**src/logic/cpu_macros.svh**
```systemverilog
`ifndef CPU_MACROS_SVH
`define CPU_MACROS_SVH

// ------------------------------------------------------------
// datapath sizing
// ------------------------------------------------------------

// width of the shared bus, registers, Y and Z
`define CPU_DATA_W 32

// general purpose registers R0..R15
`define CPU_REG_COUNT 16

// ------------------------------------------------------------
// start-up
// ------------------------------------------------------------

// word address of the first instruction fetched after reset
// and again after every start that follows a HALT
`define CPU_RESET_PC 0

`endif

```
**src/logic/cpuIsaPkg.sv**
```systemverilog
`include "cpu_macros.svh"

package cpuIsaPkg;

    // ------------------------------------------------------------
    // basic words
    // ------------------------------------------------------------

    typedef logic [`CPU_DATA_W-1:0] dataWord_t;                 // one bus / register word
    typedef logic [$clog2(`CPU_REG_COUNT)-1:0] regIdx_t;        // register number

    // 4-bit opcode in the top nibble of every instruction
    typedef enum logic [3:0] {
        ADD  = 4'd0,
        SUB  = 4'd1,
        AND  = 4'd2,
        OR   = 4'd3,
        SHL  = 4'd4,                                            // logical left
        SHR  = 4'd5,                                            // logical right
        LDI  = 4'd6,                                            // ra = zero-extended imm
        ST   = 4'd7,                                            // mem[imm] = ra
        HALT = 4'd8
    } opcode_t;

    // ------------------------------------------------------------
    // instruction formats
    // ------------------------------------------------------------

    // register form, ra = rb op rc
    typedef struct packed {
        opcode_t                  opcode;
        regIdx_t                  ra;                           // destination
        regIdx_t                  rb;                           // first source, goes to Y
        regIdx_t                  rc;                           // second source, on bus in T4
        logic [`CPU_DATA_W-17:0]  unused;
    } rInstr_t;

    // immediate form, used by LDI and ST
    typedef struct packed {
        opcode_t                  opcode;
        regIdx_t                  ra;                           // LDI target or ST data
        logic [`CPU_DATA_W-9:0]   imm;                          // zero-extended on the bus
    } iInstr_t;

    // same word, two decodings picked by the opcode
    typedef union packed {
        rInstr_t r;
        iInstr_t i;
    } instr_t;

endpackage

```
**src/logic/cpuCtrlPkg.sv**
```systemverilog
package cpuCtrlPkg;

    // ------------------------------------------------------------
    // sequencer phases
    // ------------------------------------------------------------

    typedef enum logic [2:0] {
        IDLE,                                                   // waiting for start
        T0,                                                     // PC to MAR, Z = PC + 1
        T1,                                                     // Z to PC, memory read to MDR
        T2,                                                     // MDR to IR
        T3,
        T4,
        T5,
        HALTED                                                  // parked until next start
    } phase_t;

    // who drives the single internal bus
    typedef enum logic [2:0] {
        NONE,                                                   // bus reads 0
        PC,
        MDR,
        Z,
        REG,                                                    // register selected by srcReg
        IMM                                                     // immediate from decode
    } busSrc_t;

    // ------------------------------------------------------------
    // control word, one per clock
    // ------------------------------------------------------------

    typedef struct packed {
        busSrc_t            busSrc;
        cpuIsaPkg::regIdx_t srcReg;
        cpuIsaPkg::regIdx_t dstReg;
        logic               regIn;                              // write dstReg from bus
        logic               pcIn;
        logic               marIn;
        logic               mdrInBus;
        logic               mdrInMem;                           // takes memRdata
        logic               incPc;                              // Z = bus + 1
        logic               yIn;
        logic               zIn;
        cpuIsaPkg::opcode_t aluOp;
        logic               memRead;
        logic               memWrite;
    } ctrlWord_t;

    parameter ctrlWord_t CTRL_NOP = '0;                         // nothing moves

endpackage

```
**src/logic/instrDecode.sv**
```systemverilog
`include "cpu_macros.svh"

module instrDecode (
    input  logic                  clock,
    input  logic                  arstN,
    input  logic                  start,                        // one-cycle pulse
    input  cpuIsaPkg::dataWord_t  bus,
    output cpuCtrlPkg::ctrlWord_t ctrl,
    output cpuIsaPkg::dataWord_t  imm,
    output logic                  halted
);
    import cpuIsaPkg::*;
    import cpuCtrlPkg::*;

    instr_t  ir;                                                // instruction register
    instr_t  busInstr;                                          // word on the bus during T2
    phase_t  phase;
    phase_t  phaseNext;
    opcode_t op;
    logic    idleLike;

    function automatic logic isAluOp(opcode_t code);
        return code inside {ADD, SUB, AND, OR, SHL, SHR};
    endfunction

    assign busInstr = bus;
    assign op       = ir.r.opcode;                              // same bits in both views
    assign idleLike = (phase == IDLE) || (phase == HALTED);
    assign halted   = (phase == HALTED);

    // reset PC is offered on imm while parked so start can reload PC
    assign imm = idleLike ? dataWord_t'(`CPU_RESET_PC) : dataWord_t'(ir.i.imm);

    // ------------------------------------------------------------
    // phase sequencer
    // ------------------------------------------------------------

    always_comb begin
        phaseNext = phase;
        case (phase)
            IDLE, HALTED: phaseNext = start ? T0 : phase;
            T0:           phaseNext = T1;
            T1:           phaseNext = T2;
            T2:           phaseNext = (busInstr.r.opcode == HALT) ? HALTED : T3;
            T3:           phaseNext = (isAluOp(op) || op == ST) ? T4 : T0; // LDI done
            T4:           phaseNext = T5;
            T5:           phaseNext = T0;
            default:      phaseNext = IDLE;
        endcase
    end

    always_ff @(posedge clock or negedge arstN) begin
        if (!arstN) begin
            phase <= IDLE;
            ir    <= '0;
        end else begin
            phase <= phaseNext;
            if (phase == T2) begin
                ir <= busInstr;                                 // MDR is on the bus now
            end
        end
    end

    // ------------------------------------------------------------
    // control word
    // ------------------------------------------------------------

    always_comb begin
        ctrl = CTRL_NOP;
        case (phase)
            IDLE, HALTED: begin
                ctrl.busSrc = IMM;                              // reset PC on the bus
                ctrl.pcIn   = start;
            end
            T0: begin
                ctrl.busSrc = PC;
                ctrl.marIn  = 1'b1;
                ctrl.incPc  = 1'b1;
                ctrl.zIn    = 1'b1;
            end
            T1: begin
                ctrl.busSrc   = Z;                              // PC + 1 back into PC
                ctrl.pcIn     = 1'b1;
                ctrl.memRead  = 1'b1;
                ctrl.mdrInMem = 1'b1;
            end
            T2: ctrl.busSrc = MDR;
            T3: begin
                if (isAluOp(op)) begin
                    ctrl.busSrc = REG;                          // rb into Y
                    ctrl.srcReg = ir.r.rb;
                    ctrl.yIn    = 1'b1;
                end else if (op == LDI) begin
                    ctrl.busSrc = IMM;
                    ctrl.dstReg = ir.i.ra;
                    ctrl.regIn  = 1'b1;
                end else if (op == ST) begin
                    ctrl.busSrc = IMM;                          // store address
                    ctrl.marIn  = 1'b1;
                end
            end
            T4: begin
                if (isAluOp(op)) begin
                    ctrl.busSrc = REG;                          // rc straight into the ALU
                    ctrl.srcReg = ir.r.rc;
                    ctrl.aluOp  = op;
                    ctrl.zIn    = 1'b1;
                end else begin
                    ctrl.busSrc   = REG;                        // store data into MDR
                    ctrl.srcReg   = ir.i.ra;
                    ctrl.mdrInBus = 1'b1;
                end
            end
            T5: begin
                if (isAluOp(op)) begin
                    ctrl.busSrc = Z;
                    ctrl.dstReg = ir.r.ra;
                    ctrl.regIn  = 1'b1;
                end else begin
                    ctrl.memWrite = 1'b1;                       // MAR/MDR already set up
                end
            end
            default: ctrl = CTRL_NOP;
        endcase
    end

endmodule

```
**src/logic/aluExecute.sv**
```systemverilog
`include "cpu_macros.svh"

module aluExecute (
    input  logic                  clock,
    input  logic                  arstN,
    input  cpuCtrlPkg::ctrlWord_t ctrl,
    input  cpuIsaPkg::dataWord_t  bus,
    output cpuIsaPkg::dataWord_t  z
);
    import cpuIsaPkg::*;

    dataWord_t                      y;                          // first operand, loaded in T3
    dataWord_t                      aluResult;
    dataWord_t                      zNext;
    logic [$clog2(`CPU_DATA_W)-1:0] shamt;

    assign shamt = bus[$clog2(`CPU_DATA_W)-1:0];                // low bits only, 0..31

    // ------------------------------------------------------------
    // ALU, Y op bus
    // ------------------------------------------------------------

    always_comb begin
        case (ctrl.aluOp)
            ADD:     aluResult = y + bus;                       // wraps mod 2^32
            SUB:     aluResult = y - bus;
            AND:     aluResult = y & bus;
            OR:      aluResult = y | bus;
            SHL:     aluResult = y << shamt;
            SHR:     aluResult = y >> shamt;                    // zero fill
            default: aluResult = '0;
        endcase
    end

    // fetch increments the PC through the same Z path
    assign zNext = ctrl.incPc ? bus + dataWord_t'(1) : aluResult;

    // ------------------------------------------------------------
    // Y and Z registers
    // ------------------------------------------------------------

    always_ff @(posedge clock or negedge arstN) begin
        if (!arstN) begin
            y <= '0;
        end else if (ctrl.yIn) begin
            y <= bus;
        end
    end

    always_ff @(posedge clock or negedge arstN) begin
        if (!arstN) begin
            z <= '0;
        end else if (ctrl.zIn) begin
            z <= zNext;                                         // read back in T1 or T5
        end
    end

endmodule

```
**src/logic/regFileBus.sv**
```systemverilog
`include "cpu_macros.svh"

module regFileBus (
    input  logic                  clock,
    input  logic                  arstN,
    input  cpuCtrlPkg::ctrlWord_t ctrl,
    input  cpuIsaPkg::dataWord_t  pc,
    input  cpuIsaPkg::dataWord_t  mdr,
    input  cpuIsaPkg::dataWord_t  z,
    input  cpuIsaPkg::dataWord_t  imm,
    output cpuIsaPkg::dataWord_t  bus
);
    import cpuIsaPkg::*;
    import cpuCtrlPkg::*;

    dataWord_t regs [`CPU_REG_COUNT];                           // R0..R15, R0 is writable too
    dataWord_t srcWord;

    assign srcWord = regs[ctrl.srcReg];

    // ------------------------------------------------------------
    // register file, one write port from the bus
    // ------------------------------------------------------------

    always_ff @(posedge clock or negedge arstN) begin
        if (!arstN) begin
            for (int i = 0; i < `CPU_REG_COUNT; i++) begin
                regs[i] <= '0;
            end
        end else if (ctrl.regIn) begin
            regs[ctrl.dstReg] <= bus;                           // LDI in T3, ALU in T5
        end
    end

    // ------------------------------------------------------------
    // bus multiplexer
    // ------------------------------------------------------------

    always_comb begin
        case (ctrl.busSrc)
            NONE:    bus = '0;
            PC:      bus = pc;
            MDR:     bus = mdr;
            Z:       bus = z;
            REG:     bus = srcWord;
            IMM:     bus = imm;                                 // zero-extended already
            default: bus = '0;
        endcase
    end

endmodule

```
**src/logic/memPort.sv**
```systemverilog
`include "cpu_macros.svh"

module memPort (
    input  logic                  clock,
    input  logic                  arstN,
    input  cpuCtrlPkg::ctrlWord_t ctrl,
    input  cpuIsaPkg::dataWord_t  bus,
    input  cpuIsaPkg::dataWord_t  memRdata,                     // valid with memRead
    output cpuIsaPkg::dataWord_t  pc,
    output cpuIsaPkg::dataWord_t  mdr,
    output cpuIsaPkg::dataWord_t  memAddr,
    output cpuIsaPkg::dataWord_t  memWdata,
    output logic                  memRead,
    output logic                  memWrite
);
    import cpuIsaPkg::*;

    dataWord_t mar;

    // ------------------------------------------------------------
    // PC, MAR, MDR
    // ------------------------------------------------------------

    always_ff @(posedge clock or negedge arstN) begin
        if (!arstN) begin
            pc  <= dataWord_t'(`CPU_RESET_PC);
            mar <= '0;
            mdr <= '0;
        end else begin
            if (ctrl.pcIn) begin
                pc <= bus;                                      // Z in T1, reset PC on start
            end
            if (ctrl.marIn) begin
                mar <= bus;                                     // PC in T0, address in ST T3
            end
            if (ctrl.mdrInMem) begin
                mdr <= memRdata;                                // no wait states
            end else if (ctrl.mdrInBus) begin
                mdr <= bus;                                     // store data
            end
        end
    end

    assign memAddr  = mar;
    assign memWdata = mdr;
    assign memRead  = ctrl.memRead;                             // T1 only
    assign memWrite = ctrl.memWrite;                            // ST T5 only

endmodule

```
**src/logic/busCpu.sv**
```systemverilog
module busCpu (
    input  logic                 clock,
    input  logic                 arstN,
    input  logic                 start,
    input  cpuIsaPkg::dataWord_t memRdata,
    output cpuIsaPkg::dataWord_t memAddr,
    output logic                 memRead,
    output logic                 memWrite,
    output cpuIsaPkg::dataWord_t memWdata,
    output logic                 halted
);
    import cpuIsaPkg::*;
    import cpuCtrlPkg::*;

    ctrlWord_t ctrl;                                            // from the sequencer
    dataWord_t bus;                                             // the single shared bus
    dataWord_t imm;
    dataWord_t pc;
    dataWord_t mdr;
    dataWord_t z;

    // ------------------------------------------------------------
    // the four datapath blocks
    // ------------------------------------------------------------

    instrDecode instrDecodeInst (
        .clock  (clock),
        .arstN  (arstN),
        .start  (start),
        .bus    (bus),
        .ctrl   (ctrl),
        .imm    (imm),
        .halted (halted)
    );

    aluExecute aluExecuteInst (
        .clock (clock),
        .arstN (arstN),
        .ctrl  (ctrl),
        .bus   (bus),
        .z     (z)
    );

    regFileBus regFileBusInst (
        .clock (clock),
        .arstN (arstN),
        .ctrl  (ctrl),
        .pc    (pc),
        .mdr   (mdr),
        .z     (z),
        .imm   (imm),
        .bus   (bus)
    );

    memPort memPortInst (
        .clock    (clock),
        .arstN    (arstN),
        .ctrl     (ctrl),
        .bus      (bus),
        .memRdata (memRdata),
        .pc       (pc),
        .mdr      (mdr),
        .memAddr  (memAddr),
        .memWdata (memWdata),
        .memRead  (memRead),
        .memWrite (memWrite)
    );

endmodule

```
**config.mk**
```make
export PLATFORM = sky130hd
export DESIGN_NAME = busCpu
export DESIGN_NICKNAME = d
export VERILOG_FILES = /design/src/logic/cpuIsaPkg.sv /design/src/logic/cpuCtrlPkg.sv /design/src/logic/instrDecode.sv /design/src/logic/aluExecute.sv /design/src/logic/regFileBus.sv /design/src/logic/memPort.sv /design/src/logic/busCpu.sv
export VERILOG_INCLUDE_DIRS = /design/src /design/src/logic
export SDC_FILE = /design/constraint.sdc
export NUM_CORES = 2
export LEC_CHECK = 0
export ABC_AREA = 1
export BUFFER_PORTS_ARGS = -buffer_cell sky130_fd_sc_hd__clkbuf_2
export CAP_MARGIN = 20
export CORE_ASPECT_RATIO = 0.8
export CORE_MARGIN = 4
export CORE_UTILIZATION = 64
export CTS_CLUSTER_DIAMETER = 120
export DETAILED_ROUTE_END_ITERATION = 10
export PLACE_DENSITY = 0.84
export SYNTH_ARGS = -nofsm -noshare
export SYNTH_HDL_FRONTEND = slang
export SYNTH_HIERARCHICAL = 1
export SYNTH_SLANG_ARGS = --single-unit
```
**constraint.sdc**
```tcl
create_clock -name clock -period 5.8 [get_ports clock]
set_clock_uncertainty 0.05 [all_clocks]
set_input_delay 0.58 -clock clock [delete_from_list [all_inputs] [get_ports clock]]
set_output_delay 0.58 -clock clock [all_outputs]
set_load 0.02 [all_outputs]
```
; ---- Word level (Yosys, flattened, before mapping)
; Index checks and enable logic that the tools add are counted.
[word_totals]
ff_bits = 707
inputBits = 35
out_inout_bits = 67
word_cells = 113
[classes]
add_sub_neg = 3
magnitude_cmp = 3
n_eq_ne = 26
shift = 2
n_mux = 43
bitwise = 4
n_reduce_logical = 9
[op_table]
columns = operator, count
row1 = 512-bit bitwise mux, 1
row2 = 32-bit two-way mux, 6
row3 = 32-bit one-hot mux with 6 select lines, 1
row4 = 32-bit one-hot mux with 5 select lines, 1
row5 = 32-bit binary-select mux with 4-bit select, 1
row6 = 32-bit demux with 4-bit select, 1
row7 = 3-bit one-hot mux with 7 select lines, 2
row8 = 32-bit by 1-bit adder with 32-bit output (second input constant), 1
row9 = 32-bit adder, 1
row10 = 32-bit bitwise AND, 1
row11 = 32-bit OR, 1
row12 = 32-bit by 5-bit left shift with 32-bit output, 1
row13 = 32-bit by 5-bit >> shifter with 32-bit output, 1
row14 = 32-bit subtractor, 1
row15 = 4-bit by 3-bit == test with 1-bit output (second input constant), 6
row16 = 24-bit two-way mux, 1
row17 = 5-bit two-way mux, 4
row18 = 3-bit == test (second input constant), 6
row19 = 4-bit by 2-bit == test with 1-bit output (second input constant), 4
row20 = 3-bit two-way mux, 5
row21 = 3-bit by 2-bit == test with 1-bit output (second input constant), 4
row22 = 4-bit two-way mux, 3
row23 = 5-bit >= comparator (second input constant), 2
row24 = 1-bit two-way mux, 10
row25 = other kinds (17), 25

; ---- Logic depth before layout (Yosys ltp)
[logic_depth]
word_depth = 12
depth_mapped = 48

; ---- Modules after synthesis
; The synthesis kept the hierarchy.
[modules_own_cells]
columns = module, instances, cells_each, area_each_um2, seq_area_each_um2
row1 = regFileBus, 1, 4091, 27725.3, 12812.3
row2 = aluExecute, 1, 1994, 10839.1, 1601.5
row3 = memPort, 1, 480, 4236.6, 2402.3
row4 = instrDecode, 1, 274, 2075.7, 875.8

; ---- Worst setup path after synthesis
; OpenSTA, ideal clock, no wires.
[synth_path]
path_type = register to register
startpoint = reg instrDecodeInst/ir[29] (netlist bit)
endpoint = reg aluExecuteInst.z[17]
arrival_time_ps = 4945
required_ps = 5629
slack_ps = 684
stages_incl_launch_ff = 44
n_path_buf = 7
synth_period_minus_slack_ps = 5116
cell_sequence = dfrtp_1 -> nand2_1 -> nand2_2 -> buf_6 -> o21ai_0 -> nand2_1 -> a21oi_1 -> buf_6 -> inv_6 -> buf_8 -> buf_6 -> nand2_1 -> nand2_1 -> nand2_1 -> nand3_1 -> nand3_1 -> nand2_1 -> nand2_2 -> (+8 left out) -> nand2_1 -> inv_1 -> nand2_1 -> o31ai_1 -> nand2_1 -> xor2_1 -> ha_1 -> nand2_1 -> inv_1 -> nand2_1 -> inv_1 -> a21oi_1 -> nand3_1 -> or2_2 -> nand3_1 -> nand2_1 -> nand2_1 -> a21oi_1
[synth_lines]
columns = item, line_no
row1 = "start, declared", instrDecode.sv:15  ; instr_t ir;
row2 = "start signal, assigned", instrDecode.sv:59  ; ir <= busInstr;
row3 = "end signal, assigned", aluExecute.sv:54  ; z <= zNext;
row4 = "end, declared", aluExecute.sv:8  ; output cpuIsaPkg::dataWord_t z

==> results summary <==
The startpoint-to-endpoint class of the critical path is flop to flop. After detailed routing, the total wire length is 174400 µm. The worst-margin pin slew is approximately 1.2 ns.

The total vias in the final route came out at between 40000 and 50000. The reported max-cap violation count is 0. The first global-routing pass estimated 257000 µm of wire. Buffers placed on the I/O ports in this run total 101. The cell repeated most along the worst path is sky130_fd_sc_hd__nand2_1. The number of nets in the layout came out at 6882.

The root cell of the clock tree is sky130_fd_sc_hd__clkbuf_16. The average wire per standard cell is 22.38 µm. For this run, design rule violations remaining after detail routing come to 1. The clock tree synthesis step divided the H-tree into 3 levels. TritonCTS built the clock tree. STA classifies the critical path endpoint as a flop. The buffer levels on the longest clock path is 3. The number of hold violations in the final report is 0. Setup violations remaining at the end of the flow were counted as 0. Among all flip-flop cells after synthesis, the most frequent one is sky130_fd_sc_hd__dfrtp_1. The final-layout worst hold slack came out at between 0.1 and 0.15 ns. The number of antenna violations at the first check in global routing came to 6. The endpoint required time on the critical path came out at 6.27 ns. The final cell utilization of the core came out at 0.7034. The number of synthesized register bits came out at 707. The total overflow left after global routing is 0. The yosys synthesis warning count is 6. Clock tree synthesis inserted a total of 74 buffers. The number of global-route vias before repair came out at 43688. The fraction of registers with async set or reset after synthesis came out at 1.000. In the layout the commonest cells are sky130_fd_sc_hd__nand2_1 (3084), sky130_fd_sc_hd__nand3_1 (806), sky130_fd_sc_hd__inv_1 (790), sky130_fd_sc_hd__dfrtp_1 (707), sky130_fd_sc_hd__nor2_1 (225).

The largest single stage delay on the critical path is 0.45 ns. The first-iteration detailed-routing DRC count is 8508. The final-report max-slew violation count is 0.

The detail route stage leaves a number of antenna-violating nets equal to 0. The area of the core region is 69190 µm². For this run, the register share of the synthesized area comes to 0.3942. Static timing analysis puts the maximum clock frequency at 0.1756 GHz. The die covers 74450 µm².

The cell area after synthesis is around 45000 µm². The run finished, with violations left. For the worst setup path, the data arrival time is 6.16 ns.

In this run the mean area of a mapped cell was between 6 and 7 µm². The placer congestion estimate is 1.166. Compared with the post-synthesis result, the final layout area differs by 8.448%. For the worst-skew pair, the clock arrives at the later sink with an insertion delay of around 0.66 ns. The via density per instance came out at 6.142. The headroom to the max-slew limit is 0.1899. STA classifies the critical path startpoint as a flop. The most common library cell in the layout ignoring fill and taps is sky130_fd_sc_hd__nand2_1. Of the cells placed in the final design, the portion with a size suffix greater than 1 is 0.09439. The width of the die came out at approximately 300 µm.

The checks that failed: DRC. The vertical extent of the die is between 200 and 250 µm. The number of buffer and inverter stages on the critical path came out at 5. Synthesis produced a netlist whose cell count is roughly 7000. After routing, the total negative slack on setup checks comes to 0 ns.

The count of cell types in the netlist came out at 55. The number of inserted filler cells in the final layout is 5752. The shortest clock period the worst path allows after layout is 5.696 ns. For this run, the total global-route usage over all layers was measured as 0.4473.

The area used by multi-input combinational logic came out at between 20000 and 25000 µm². On the critical path the largest part of the delay comes from simple AND/OR/NAND/NOR gates. The share of the clock period used by the worst path is 0.9821. The count of non-filler cells in the finished layout is between 7000 and 8000.

The number of search-and-repair iterations in the first detailed-routing pass is 11. The effective utilization at floorplan came out at 0.6486. Row generation in the floorplan step produced 86 rows. The number of enable-type register cells in the synthesized netlist came out at 0. The register cell area after layout is about 18000 µm².

The half-perimeter wire length after detailed placement is about 110000 µm. The placed cell count is 7641. The path category of the worst min-delay check is primary input to flop. The critical-path maximum fanout came out at 19. The maximum number of pins on one net before global-route repair is 146. The number of ports placed on the die boundary came out at 102. The clock slew at the register clock pins of the worst setup and hold paths came out at ~0.060 ns.

The number of sinks handled by clock tree synthesis came out at 707. For this design, the slowest cell found on the critical path is sky130_fd_sc_hd__dfrtp_1.
cell families (layout without fill, tap and decap cells):
kind of cell / after synthesis / in the layout / share of synthesized area
AND/OR/NAND/NOR: 4348 / 4348 / 0.4031
buffers and inverters: 1250 / 1268 / 0.1296
flip-flops: 707 / 707 / 0.3942
AO/OA/AOI/OAI: 455 / 455 / 0.05437
XOR/XNOR: 40 / 40 / 0.007807
adder cells (fa/ha/maj): 38 / 38 / 0.01076
other: 1 / 14 / 0.00008356
metal layers:
layer,share of wire,global-route usage,up-vias
met5,0.0027,0.02067,-
met4,0.062,0.2327,16
met3,0.19,0.2288,744
met2,0.38,0.5799,4165
met1,0.37,0.6036,22078
li1,-,-,20868
flip-flops by register name (all words and copies together) (netlist names):
name / count
memPortInst/mdr: 32
regFileBusInst/regs: 512
aluExecuteInst/z: 32
instrDecodeInst/phase: 3
instrDecodeInst/ir: 32
memPortInst/pc: 32
memPortInst/memAddr: 32
aluExecuteInst/y: 32
path summary, 6_finish.rpt:
| kind | start | to | slack [ns] | cells past startpoint |
|---|---|---|---|---|
| max | instrDecodeInst/phase[1]$_DFFE_PN0P_ | aluExecuteInst/z[12]$_DFFE_PN0P_ | 0.10 | 34 |
| min | memRdata[4] | memPortInst/mdr[4]$_DFFE_PN0P_ | 0.10 | 3 |
| max reg2reg | instrDecodeInst/phase[1]$_DFFE_PN0P_ | aluExecuteInst/z[12]$_DFFE_PN0P_ | 0.10 | 34 |
| min reg2reg | regFileBusInst/regs[369]$_DFFE_PN0P_ | regFileBusInst/regs[369]$_DFFE_PN0P_ | 0.43 | 2 |
| max in group asynchronous | arstN | regFileBusInst/regs[239]$_DFFE_PN0P_ | 3.68 | 3 |
| min in group asynchronous | arstN | memPortInst/memAddr[29]$_DFFE_PN0P_ | 0.48 | 2 |
Yosys cell counts (22+ instances only):
master | number | share of area
sky130_fd_sc_hd__a21oi_1 | 164 | 0.018
sky130_fd_sc_hd__buf_2 | 146 | 0.016
sky130_fd_sc_hd__buf_4 | 75 | 0.013
sky130_fd_sc_hd__buf_6 | 77 | 0.019
sky130_fd_sc_hd__clkbuf_1 | 113 | 0.0095
sky130_fd_sc_hd__dfrtp_1 | 707 | 0.39
sky130_fd_sc_hd__ha_1 | 37 | 0.010
sky130_fd_sc_hd__inv_1 | 794 | 0.066
sky130_fd_sc_hd__nand2_1 | 3086 | 0.26
sky130_fd_sc_hd__nand2_2 | 35 | 0.0049
sky130_fd_sc_hd__nand2_4 | 25 | 0.0063
sky130_fd_sc_hd__nand3_1 | 816 | 0.091
sky130_fd_sc_hd__nor2_1 | 251 | 0.021
sky130_fd_sc_hd__nor2_2 | 30 | 0.0042
sky130_fd_sc_hd__nor3_1 | 22 | 0.0025
sky130_fd_sc_hd__o21ai_0 | 191 | 0.021
sky130_fd_sc_hd__o22ai_1 | 39 | 0.0054
sky130_fd_sc_hd__xor2_1 | 38 | 0.0074
cell type report:
cell class              count  share of cell area
clock inverters            22            0.006016
repair inverters            1           0.0002314
repair buffers            322             0.05173
inverters                 813             0.06373
clock buffers             110             0.04540
multi-input cells        4890              0.4454
diodes                      5           0.0002571
well taps                 924             0.02376
flip-flops and latches    707              0.3635
tightest hold or removal path: cells and delay by family:
family | cells | cell delay [ns]
buffers and inverters | 1 | 0.08
and+or+nand+nor | 2 | 0.10
timing repair:
| item | in CTS | in global routing |
|---|---|---|
| resized for setup | 0 | 62 |
| endpoints found under the hold margin | 5 | 0 |
| endpoints found under the setup margin | 0 | 25 |
| buffers inserted | 0 | 10 |
| hold buffers | 1 | 0 |
metrics by stage:
stage          instance area (µm²)  setup WS, ns
4_1_cts                      48220       0.08126
3_3_place_gp                 45710        0.2227
5_1_grt                      48660      -0.09317
6_report                     48670        0.1038
2_1_floorplan                44910        0.6839
3_5_place_dp                 45710        0.1177
Power is not shown: default switching activity piles up to over one toggle a cycle in this logic, so the estimate is an artifact.
